[src/rtl/icache_macros.svh]
//////////////////////////////
// geometry of the instruction cache
// address, line, fetch and set widths, way count
//////////////////////////////
`ifndef ICACHE_MACROS_SVH
`define ICACHE_MACROS_SVH

// physical fetch address
`define ICACHE_ADDR_W   16
// one fetched instruction word
`define ICACHE_FETCH_W  32
// full line, 4 fetch words
`define ICACHE_LINE_W   128
// byte offset inside a line
`define ICACHE_OFFSET_W 4

// set geometry
`define ICACHE_SETS     16
`define ICACHE_INDEX_W  4
// addr width minus index and offset
`define ICACHE_TAG_W    8

// associativity
`define ICACHE_WAYS     2
`define ICACHE_WAY_W    1

`endif

[src/rtl/icache_mem_pkg.sv]
//////////////////////////////
// address, line and word types
// refill request and return structs
//////////////////////////////
`default_nettype none

`include "icache_macros.svh"

package icache_mem_pkg;

  // basic address fields
  typedef logic [`ICACHE_ADDR_W-1:0]  paddr_t;
  typedef logic [`ICACHE_TAG_W-1:0]   tag_t;
  typedef logic [`ICACHE_INDEX_W-1:0] index_t;

  // payload types
  typedef logic [`ICACHE_LINE_W-1:0]  line_t;
  typedef logic [`ICACHE_FETCH_W-1:0] word_t;
  typedef logic [`ICACHE_WAY_W-1:0]   way_t;

  //////////////////////////////
  // refill port

  // line aligned address plus the way the line goes to
  typedef struct packed {
    paddr_t paddr;
    way_t   way;
  } refill_req_t;

  // whole line comes back in one beat
  typedef struct packed {
    line_t data;
  } refill_rtrn_t;

endpackage

`default_nettype wire

[src/rtl/icache_ctrl_pkg.sv]
//////////////////////////////
// controller states and array command
//////////////////////////////
`default_nettype none

package icache_ctrl_pkg;
  import icache_mem_pkg::*;

  // lookup controller states
  typedef enum logic [1:0] {
    FLUSH,
    IDLE,
    READ,
    MISS
  } ctrl_state_e;

  // one command per cycle to the tag/data arrays
  // rd reads all ways at index, result one cycle later
  // we writes tag, valid and line into way
  // clr drops the valid bits of every way at index
  typedef struct packed {
    logic   rd;
    logic   we;
    logic   clr;
    index_t index;
    tag_t   tag;
    way_t   way;
  } array_cmd_t;

endpackage

`default_nettype wire

[src/rtl/icache_ctrl.sv]
//////////////////////////////
// lookup and refill FSM with flush counter
//////////////////////////////
`timescale 1ns/1ns
`default_nettype none

`include "icache_macros.svh"

module icache_ctrl
  import icache_mem_pkg::*;
  import icache_ctrl_pkg::*;
(
  input  wire               clk_i,
  input  wire               rst_ni,
  // fetch side
  input  wire               req_i,
  input  wire paddr_t       paddr_i,
  output logic              ready_o,
  output logic              valid_o,
  input  wire               flush_i,
  // from hit select
  input  wire               hit_i,
  input  wire way_t         victim_way_i,
  // refill side
  input  wire               mem_ack_i,
  input  wire               mem_rtrn_vld_i,
  output logic              mem_req_o,
  output refill_req_t       mem_req_data_o,
  output logic              miss_o,
  // to arrays and data path
  output array_cmd_t        cmd_o,
  output logic [`ICACHE_OFFSET_W-1:0] offset_q_o,
  output logic              fill_o
);

  ctrl_state_e state_d, state_q;
  logic        flush_d, flush_q;
  index_t      flush_cnt_q;
  paddr_t      paddr_q;
  logic        accept;
  logic        flush_done;

  // fetch handshake, ready and req at the same level
  assign accept     = ready_o & req_i;
  assign flush_done = (flush_cnt_q == index_t'(`ICACHE_SETS - 1));

  // word offset only, low byte bits are ignored
  assign offset_q_o = {paddr_q[`ICACHE_OFFSET_W-1:2], 2'b00};

  // line aligned refill address, way comes straight from the victim logic
  // array read data holds still until the next read so the way is stable
  assign mem_req_data_o.paddr = {paddr_q[`ICACHE_ADDR_W-1:`ICACHE_OFFSET_W],
                                 {`ICACHE_OFFSET_W{1'b0}}};
  assign mem_req_data_o.way   = victim_way_i;

  //////////////////////////////
  // main FSM
  always_comb begin
    state_d   = state_q;
    // latch incoming flush until it is served
    flush_d   = flush_q | flush_i;
    ready_o   = 1'b0;
    valid_o   = 1'b0;
    mem_req_o = 1'b0;
    miss_o    = 1'b0;
    fill_o    = 1'b0;

    unique case (state_q)
      // walk all sets and drop the valid bits
      FLUSH: begin
        if (flush_done) begin
          state_d = IDLE;
          flush_d = 1'b0;
        end
      end
      // wait for a fetch, pending flush goes first
      IDLE: begin
        if (flush_d) begin
          state_d = FLUSH;
        end else begin
          ready_o = 1'b1;
          if (req_i) begin
            state_d = READ;
          end
        end
      end
      // array data is here, compare result decides
      READ: begin
        if (hit_i) begin
          valid_o = 1'b1;
          if (flush_d) begin
            state_d = FLUSH;
          end else begin
            // back to back hits stream here
            ready_o = 1'b1;
            state_d = req_i ? READ : IDLE;
          end
        end else begin
          // hold the request until memory takes it
          mem_req_o = 1'b1;
          if (mem_ack_i) begin
            miss_o  = 1'b1;
            state_d = MISS;
          end
        end
      end
      // return must be taken in the cycle it shows up
      MISS: begin
        fill_o = 1'b1;
        if (mem_rtrn_vld_i) begin
          valid_o = 1'b1;
          state_d = flush_d ? FLUSH : IDLE;
        end
      end
      default: begin
        state_d = FLUSH;
      end
    endcase
  end

  //////////////////////////////
  // array command
  always_comb begin
    cmd_o.rd    = accept;
    cmd_o.we    = (state_q == MISS) & mem_rtrn_vld_i;
    cmd_o.clr   = (state_q == FLUSH);
    cmd_o.tag   = paddr_q[`ICACHE_ADDR_W-1 -: `ICACHE_TAG_W];
    cmd_o.way   = victim_way_i;
    // flush counter, new fetch, or the held fetch for the line write
    if (state_q == FLUSH) begin
      cmd_o.index = flush_cnt_q;
    end else if (accept) begin
      cmd_o.index = paddr_i[`ICACHE_OFFSET_W +: `ICACHE_INDEX_W];
    end else begin
      cmd_o.index = paddr_q[`ICACHE_OFFSET_W +: `ICACHE_INDEX_W];
    end
  end

  // control regs, reset lands in FLUSH so the arrays start clean
  always_ff @(posedge clk_i or negedge rst_ni) begin
    if (!rst_ni) begin
      state_q     <= FLUSH;
      flush_q     <= 1'b0;
      flush_cnt_q <= '0;
    end else begin
      state_q <= state_d;
      flush_q <= flush_d;
      // wraps back to zero on the last set
      if (state_q == FLUSH) begin
        flush_cnt_q <= flush_cnt_q + 1'b1;
      end
    end
  end

  // accepted fetch address
  always_ff @(posedge clk_i) begin
    if (accept) begin
      paddr_q <= paddr_i;
    end
  end

endmodule

`default_nettype wire

[src/rtl/icache_arrays.sv]
//////////////////////////////
// per way tag, valid and line storage
//////////////////////////////
`timescale 1ns/1ns
`default_nettype none

`include "icache_macros.svh"

module icache_arrays
  import icache_mem_pkg::*;
  import icache_ctrl_pkg::*;
(
  input  wire                               clk_i,
  input  wire                               rst_ni,
  input  wire array_cmd_t                   cmd_i,
  input  wire line_t                        wline_i,
  output tag_t  [`ICACHE_WAYS-1:0]          tags_o,
  output logic  [`ICACHE_WAYS-1:0]          valids_o,
  output line_t [`ICACHE_WAYS-1:0]          lines_o
);

  for (genvar w = 0; w < `ICACHE_WAYS; w++) begin : g_way
    tag_t                    tag_mem  [`ICACHE_SETS];
    line_t                   data_mem [`ICACHE_SETS];
    logic [`ICACHE_SETS-1:0] valid_q;
    logic                    way_we;
    tag_t                    tag_rd_q;
    line_t                   line_rd_q;
    logic                    valid_rd_q;

    // write only hits the commanded way
    assign way_we = cmd_i.we & (cmd_i.way == way_t'(w));

    // valid bits, clear beats write
    always_ff @(posedge clk_i or negedge rst_ni) begin
      if (!rst_ni) begin
        valid_q <= '0;
      end else if (cmd_i.clr) begin
        valid_q[cmd_i.index] <= 1'b0;
      end else if (way_we) begin
        valid_q[cmd_i.index] <= 1'b1;
      end
    end

    // tag and line storage
    always_ff @(posedge clk_i) begin
      if (way_we) begin
        tag_mem[cmd_i.index]  <= cmd_i.tag;
        data_mem[cmd_i.index] <= wline_i;
      end
    end

    // synchronous read, output holds until the next read
    always_ff @(posedge clk_i or negedge rst_ni) begin
      if (!rst_ni) begin
        valid_rd_q <= 1'b0;
      end else if (cmd_i.rd) begin
        valid_rd_q <= valid_q[cmd_i.index];
      end
    end

    always_ff @(posedge clk_i) begin
      if (cmd_i.rd) begin
        tag_rd_q  <= tag_mem[cmd_i.index];
        line_rd_q <= data_mem[cmd_i.index];
      end
    end

    assign tags_o[w]   = tag_rd_q;
    assign valids_o[w] = valid_rd_q;
    assign lines_o[w]  = line_rd_q;
  end

endmodule

`default_nettype wire

[src/rtl/icache_hit_select.sv]
//////////////////////////////
// tag compare and fetch word select
// victim way choice with LFSR
//////////////////////////////
`timescale 1ns/1ns
`default_nettype none

`include "icache_macros.svh"

module icache_hit_select
  import icache_mem_pkg::*;
(
  input  wire                           clk_i,
  input  wire                           rst_ni,
  input  wire tag_t  [`ICACHE_WAYS-1:0] tags_i,
  input  wire        [`ICACHE_WAYS-1:0] valids_i,
  input  wire line_t [`ICACHE_WAYS-1:0] lines_i,
  input  wire tag_t                     tag_i,
  input  wire [`ICACHE_OFFSET_W-1:0]    offset_i,
  input  wire                           fill_i,
  input  wire line_t                    rtrn_line_i,
  input  wire                           fill_we_i,
  output logic                          hit_o,
  output way_t                          victim_way_o,
  output word_t                         data_o
);

  logic [`ICACHE_WAYS-1:0] hit_vec;
  way_t                    hit_way;
  way_t                    inv_way;
  logic                    all_valid;
  logic [7:0]              lfsr_q;
  word_t                   hit_word;
  word_t                   fill_word;

  //////////////////////////////
  // tag compare
  for (genvar w = 0; w < `ICACHE_WAYS; w++) begin : g_cmp
    assign hit_vec[w] = valids_i[w] & (tags_i[w] == tag_i);
  end

  assign hit_o = |hit_vec;

  // lowest hitting way, at most one is expected
  always_comb begin
    hit_way = '0;
    for (int w = `ICACHE_WAYS - 1; w >= 0; w--) begin
      if (hit_vec[w]) begin
        hit_way = way_t'(w);
      end
    end
  end

  // word out of the hit line, or straight from the refill line
  assign hit_word  = lines_i[hit_way][{offset_i, 3'b000} +: `ICACHE_FETCH_W];
  assign fill_word = rtrn_line_i[{offset_i, 3'b000} +: `ICACHE_FETCH_W];
  assign data_o    = fill_i ? fill_word : hit_word;

  //////////////////////////////
  // replacement

  // first invalid way from the bottom
  always_comb begin
    inv_way = '0;
    for (int w = `ICACHE_WAYS - 1; w >= 0; w--) begin
      if (!valids_i[w]) begin
        inv_way = way_t'(w);
      end
    end
  end

  assign all_valid    = &valids_i;
  assign victim_way_o = all_valid ? lfsr_q[`ICACHE_WAY_W-1:0] : inv_way;

  // galois LFSR, x^8 + x^6 + x^5 + x^4 + 1
  // only moves when a random victim was actually used
  always_ff @(posedge clk_i or negedge rst_ni) begin
    if (!rst_ni) begin
      lfsr_q <= 8'h5a;
    end else if (fill_we_i && all_valid) begin
      lfsr_q <= {1'b0, lfsr_q[7:1]} ^ (lfsr_q[0] ? 8'hb8 : 8'h00);
    end
  end

endmodule

`default_nettype wire

[src/rtl/icache_top.sv]
//////////////////////////////
// instruction cache top level
//////////////////////////////
`timescale 1ns/1ns
`default_nettype none

`include "icache_macros.svh"

module icache_top
  import icache_mem_pkg::*;
  import icache_ctrl_pkg::*;
(
  input  wire               clk_i,
  input  wire               rst_ni,
  input  wire               flush_i,
  output logic              miss_o,
  // fetch port
  input  wire               req_i,
  input  wire paddr_t       paddr_i,
  output logic              ready_o,
  output logic              valid_o,
  output word_t             data_o,
  // refill port
  output logic              mem_req_o,
  output refill_req_t       mem_req_data_o,
  input  wire               mem_ack_i,
  input  wire               mem_rtrn_vld_i,
  input  wire refill_rtrn_t mem_rtrn_i
);

  array_cmd_t                      cmd;
  tag_t  [`ICACHE_WAYS-1:0]        tags;
  logic  [`ICACHE_WAYS-1:0]        valids;
  line_t [`ICACHE_WAYS-1:0]        lines;
  logic                            hit;
  way_t                            victim_way;
  logic  [`ICACHE_OFFSET_W-1:0]    offset_q;
  logic                            fill;

  icache_ctrl u_ctrl (
    .clk_i          (clk_i),
    .rst_ni         (rst_ni),
    .req_i          (req_i),
    .paddr_i        (paddr_i),
    .ready_o        (ready_o),
    .valid_o        (valid_o),
    .flush_i        (flush_i),
    .hit_i          (hit),
    .victim_way_i   (victim_way),
    .mem_ack_i      (mem_ack_i),
    .mem_rtrn_vld_i (mem_rtrn_vld_i),
    .mem_req_o      (mem_req_o),
    .mem_req_data_o (mem_req_data_o),
    .miss_o         (miss_o),
    .cmd_o          (cmd),
    .offset_q_o     (offset_q),
    .fill_o         (fill)
  );

  // line write data comes straight off the return port
  icache_arrays u_arrays (
    .clk_i    (clk_i),
    .rst_ni   (rst_ni),
    .cmd_i    (cmd),
    .wline_i  (mem_rtrn_i.data),
    .tags_o   (tags),
    .valids_o (valids),
    .lines_o  (lines)
  );

  // request tag taken from the held refill address
  icache_hit_select u_hit_select (
    .clk_i        (clk_i),
    .rst_ni       (rst_ni),
    .tags_i       (tags),
    .valids_i     (valids),
    .lines_i      (lines),
    .tag_i        (mem_req_data_o.paddr[`ICACHE_ADDR_W-1 -: `ICACHE_TAG_W]),
    .offset_i     (offset_q),
    .fill_i       (fill),
    .rtrn_line_i  (mem_rtrn_i.data),
    .fill_we_i    (cmd.we),
    .hit_o        (hit),
    .victim_way_o (victim_way),
    .data_o       (data_o)
  );

endmodule

`default_nettype wire

[config.mk]
export PLATFORM = sky130hd
export DESIGN_NAME = icache_top
export DESIGN_NICKNAME = d
export VERILOG_FILES = /design/src/rtl/icache_mem_pkg.sv /design/src/rtl/icache_ctrl_pkg.sv /design/src/rtl/icache_ctrl.sv /design/src/rtl/icache_arrays.sv /design/src/rtl/icache_hit_select.sv /design/src/rtl/icache_top.sv
export VERILOG_INCLUDE_DIRS = /design/src /design/src/rtl
export SDC_FILE = /design/constraint.sdc
export NUM_CORES = 2
export LEC_CHECK = 0
export ABC_AREA = 0
export BUFFER_PORTS_ARGS = -buffer_cell sky130_fd_sc_hd__buf_2
export CORE_ASPECT_RATIO = 2
export CORE_MARGIN = 5
export CORE_UTILIZATION = 40
export DETAILED_ROUTE_END_ITERATION = 6
export HOLD_SLACK_MARGIN = 0.03
export SLEW_MARGIN = 5
export SYNTH_ARGS = -nofsm -noshare
export SYNTH_HDL_FRONTEND = slang
export SYNTH_MEMORY_MAX_BITS = 65536
export SYNTH_SLANG_ARGS = --single-unit
[constraint.sdc]
create_clock -name clk_i -period 39.6 [get_ports clk_i]
set_input_delay 1.98 -clock clk_i [delete_from_list [all_inputs] [get_ports clk_i]]
set_output_delay 1.98 -clock clk_i [all_outputs]
set_load 0.02 [all_outputs]
==> out/metrics.cfg <==
[yosys]
ys_seq_area_frac = 0.7811
synth_area_leaders = edfxtp_1 (77%), mux4_2 (14%), nand2_1 (2.6%)
netlist_area_um2 = 179900
avgSynthCellArea_um2 = 21.01
yosys_warnings = 0
synth_edf_count = 4638
postSynthCellCount = 8561
synth.distinct_cells = 54
synth_top_area_frac = 0.7743
yosysTopAreaCell = edfxtp_1
synth-seq-cells = 4687
synth_common_cells = edfxtp_1 (4638), nand2_1 (1256), mux4_2 (1120)
ys.flop_type = edfxtp_1
synthArstFlopShare = 0.01045
synth.most_common_cell = edfxtp_1

[sta]
fmax_ghz = 0.1018
setup_viol = 0
relSlewSlack = 0.007713
hold_violations = 0
finalClockSkew_ns = 0.06039
fin_setup_tns_ns = 0
final_max_slew_viol_count = 0
worstMarginPinSlew_ns = 1.488
period_share = 0.2481
period_minus_slack_ns = 9.824
rsz0062_at_grt = no

[global_routing]
antenna_found_initial = 123
grt_pass1_wl_mm = 716.3
globalRouteOverflowTotal = 0
grt_pass1_vias = 92630
grtUsageTotal = 0.2164
grt_max_degree = 125

[cts]
cts_tree = yes
cts.clk_slew.worst_paths_ns = 0.07
cts-resized-gates = 0
htreeDepth = 5
clkSinkCount = 4687
clockBufferDepth = 4
postCtsSetupBuffers = 0
cts_hold_buf = 0
cts_buffers = 384
clk_latency_ns = 0.94
root_buffer = clkbuf_16

[setup_path]
crit_fanout = 98
end_kind = flop
worstPathRequired_ns = 40.21
crit_arrival_ns = 10.44
crit_path_start_kind = flop
reg2regPathDepth = 17
crit_type = flop to flop

[final_layout]
nets = 9066
area_growth_pct = 11.93
nFillCells = 37851
layout-drive-gt1-share = 0.2401

[hold_path]
whs_path_depth = 2
hp-class = flop to flop

[floorplanning]
fp.dieH_um = 958.4
die_w_um = 484.2
coreArea_um2 = 448500
dieArea_um2 = 464000
initial_utilization = 0.4011
io_pins = 203
rows = 348

[route]
dr.pass1.iters = 5
wirelength_mm = 509.1
drc = 0
ant_nets = 0
viasPerCell = 5.845
vias = 89357
drtIter0Drc = 9745
wire_per_inst_um = 33.30

[placed_design]
gp_congestion = 0.7656
dp_hpwl_mm = 267.2
io_buffers = 196

[power_and_ir_drop]
power_w = 0.01288
cellPowerDensity_nw_per_um2 = 63.96
p_leak_nw = 63.01
vdd_drop_max_uv = 63.98

[run_status]
outcome = completed

[run]
cap_violations = 0

per-stage QoR:
step	worst slack (ns)	hold WS, ns	cells	instance area (µm²)	util
6_report	29.78	0.4926	15289	201300	0.4489
5_1_grt	29.00	0.5246	15276	201300	0.4489
4_1_cts	29.44	0.5005	15175	201000	0.4483
3_5_place_dp	29.06	0.4855	14474	188100	0.4195
3_3_place_gp	29.21	0.4649	14473	188100	0.4194
2_1_floorplan	20.54	0.4460	8564	179900	-
logic make-up (layout without fill, tap and decap cells):
kind of cell | Yosys count | after routing | synth area share
flip-flops | 4687 | 4687 | 0.7811
AND/OR/NAND/NOR | 1602 | 1602 | 0.03758
multiplexers | 1259 | 1259 | 0.1480
buffers and inverters | 502 | 1163 | 0.01522
AO/OA/AOI/OAI | 483 | 483 | 0.01662
XOR/XNOR | 21 | 21 | 0.001023
adder cells (fa/ha/maj) | 6 | 6 | 0.0004173
other | 1 | 118 | 0.00002085
power breakdown:
part / internal (W) / switching (W)
combinational: 0.00148 / 0.00185
clock: 0.00222 / 0.00177
sequential: 0.00555 / 0.00000942
total: 0.00924 / 0.00363
layer usage:
metal	track usage	vias up	share of wire
met4	0.09633	58	0.048
met1	0.2655	48862	0.36
met5	0	-	0.00076
met3	0.03114	852	0.070
met2	0.3816	3845	0.52
li1	-	35740	-
cell type report:
class / instances / area (µm²) / area share
Timing Repair Buffer: 451 / 3133 / 0.01556
Sequential cell: 4687 / 140500 / 0.6979
Clock buffer: 443 / 10000 / 0.04967
Antenna cell: 114 / 285.3 / 0.001417
Tap cell: 5950 / 7445 / 0.03698
Inverter: 11 / 41.29 / 0.0002051
Clock inverter: 258 / 2923 / 0.01452
Multi-Input combinational cell: 3375 / 37000 / 0.1838
cells in the final DEF (no fill, tap or decap), types with 4 or more instances in the layout:
master / count
edfxtp_1: 4638
nand2_1: 1256
mux4_2: 1120
clkbuf_16: 392
a31oi_1: 277
and3_1: 276
buf_4: 236
buf_2: 196
mux2i_1: 134
diode_2: 114
o21ai_0: 87
clkinv_2: 74
clkinv_1: 69
bufinv_16: 61
clkbuf_1: 51
o21ai_1: 46
dfrtp_1: 45
nor2_4: 32
clkinvlp_4: 31
o22a_1: 28
xnor2_1: 20
buf_12: 19
nor2_1: 13
inv_1: 11
nand3_1: 10
o21ai_2: 9
inv_6: 9
clkinv_4: 9
a21oi_1: 7
nand4_1: 5
mux2_2: 5
ha_1: 5
a32o_1: 4
conb_1: 4
dfstp_2: 4
state kept, by name, summed over array words and instances, names as in the netlist, named ones only:
register and flops:
u_hit_select.lfsr_q 8, u_ctrl.flush_q 1, u_ctrl.state_q 2, u_arrays.g_way.tag_rd_q 16, u_arrays.g_way.valid_rd_q 2, u_arrays.g_way.line_rd_q 256
u_arrays.g_way.data_mem 4096, u_ctrl.flush_cnt_q 4, u_arrays.g_way.tag_mem 256, u_ctrl.paddr_q 14
worst max-delay path: stages (launching register included):
cell and delay (ns):
edfxtp_1 0.36, buf_4 0.24, xnor2_1 0.65, nand4_1 0.21, nor3_2 0.64, o211ai_2 0.27, a2111oi_1 0.61, or3_4 0.75
buf_12 0.58, buf_4 0.74, buf_12 0.67, buf_4 0.69, buf_4 0.83, buf_4 0.76, mux4_2 0.60, nand2_1 0.08
and3_1 0.26, a31oi_1 0.06
worst paths after layout:
kind	start	to	slack, ns
max	u_ctrl.paddr_q[15]$_DFFE_PN_	u_arrays.g_way[1].line_rd_q[53]$_DFFE_PN_	29.78
min	u_hit_select.lfsr_q[3]$_DFFE_PN1P_	u_hit_select.lfsr_q[3]$_DFFE_PN1P_	0.49
max reg2reg	u_ctrl.paddr_q[15]$_DFFE_PN_	u_arrays.g_way[1].line_rd_q[53]$_DFFE_PN_	29.78
min reg2reg	u_hit_select.lfsr_q[3]$_DFFE_PN1P_	u_hit_select.lfsr_q[3]$_DFFE_PN1P_	0.49
max in group asynchronous	rst_ni	async pin	37.97
min in group asynchronous	rst_ni	u_ctrl.state_q[0]$_DFFE_PN0P_	1.16
No activity file was read; power rests on OpenSTA's default activity.
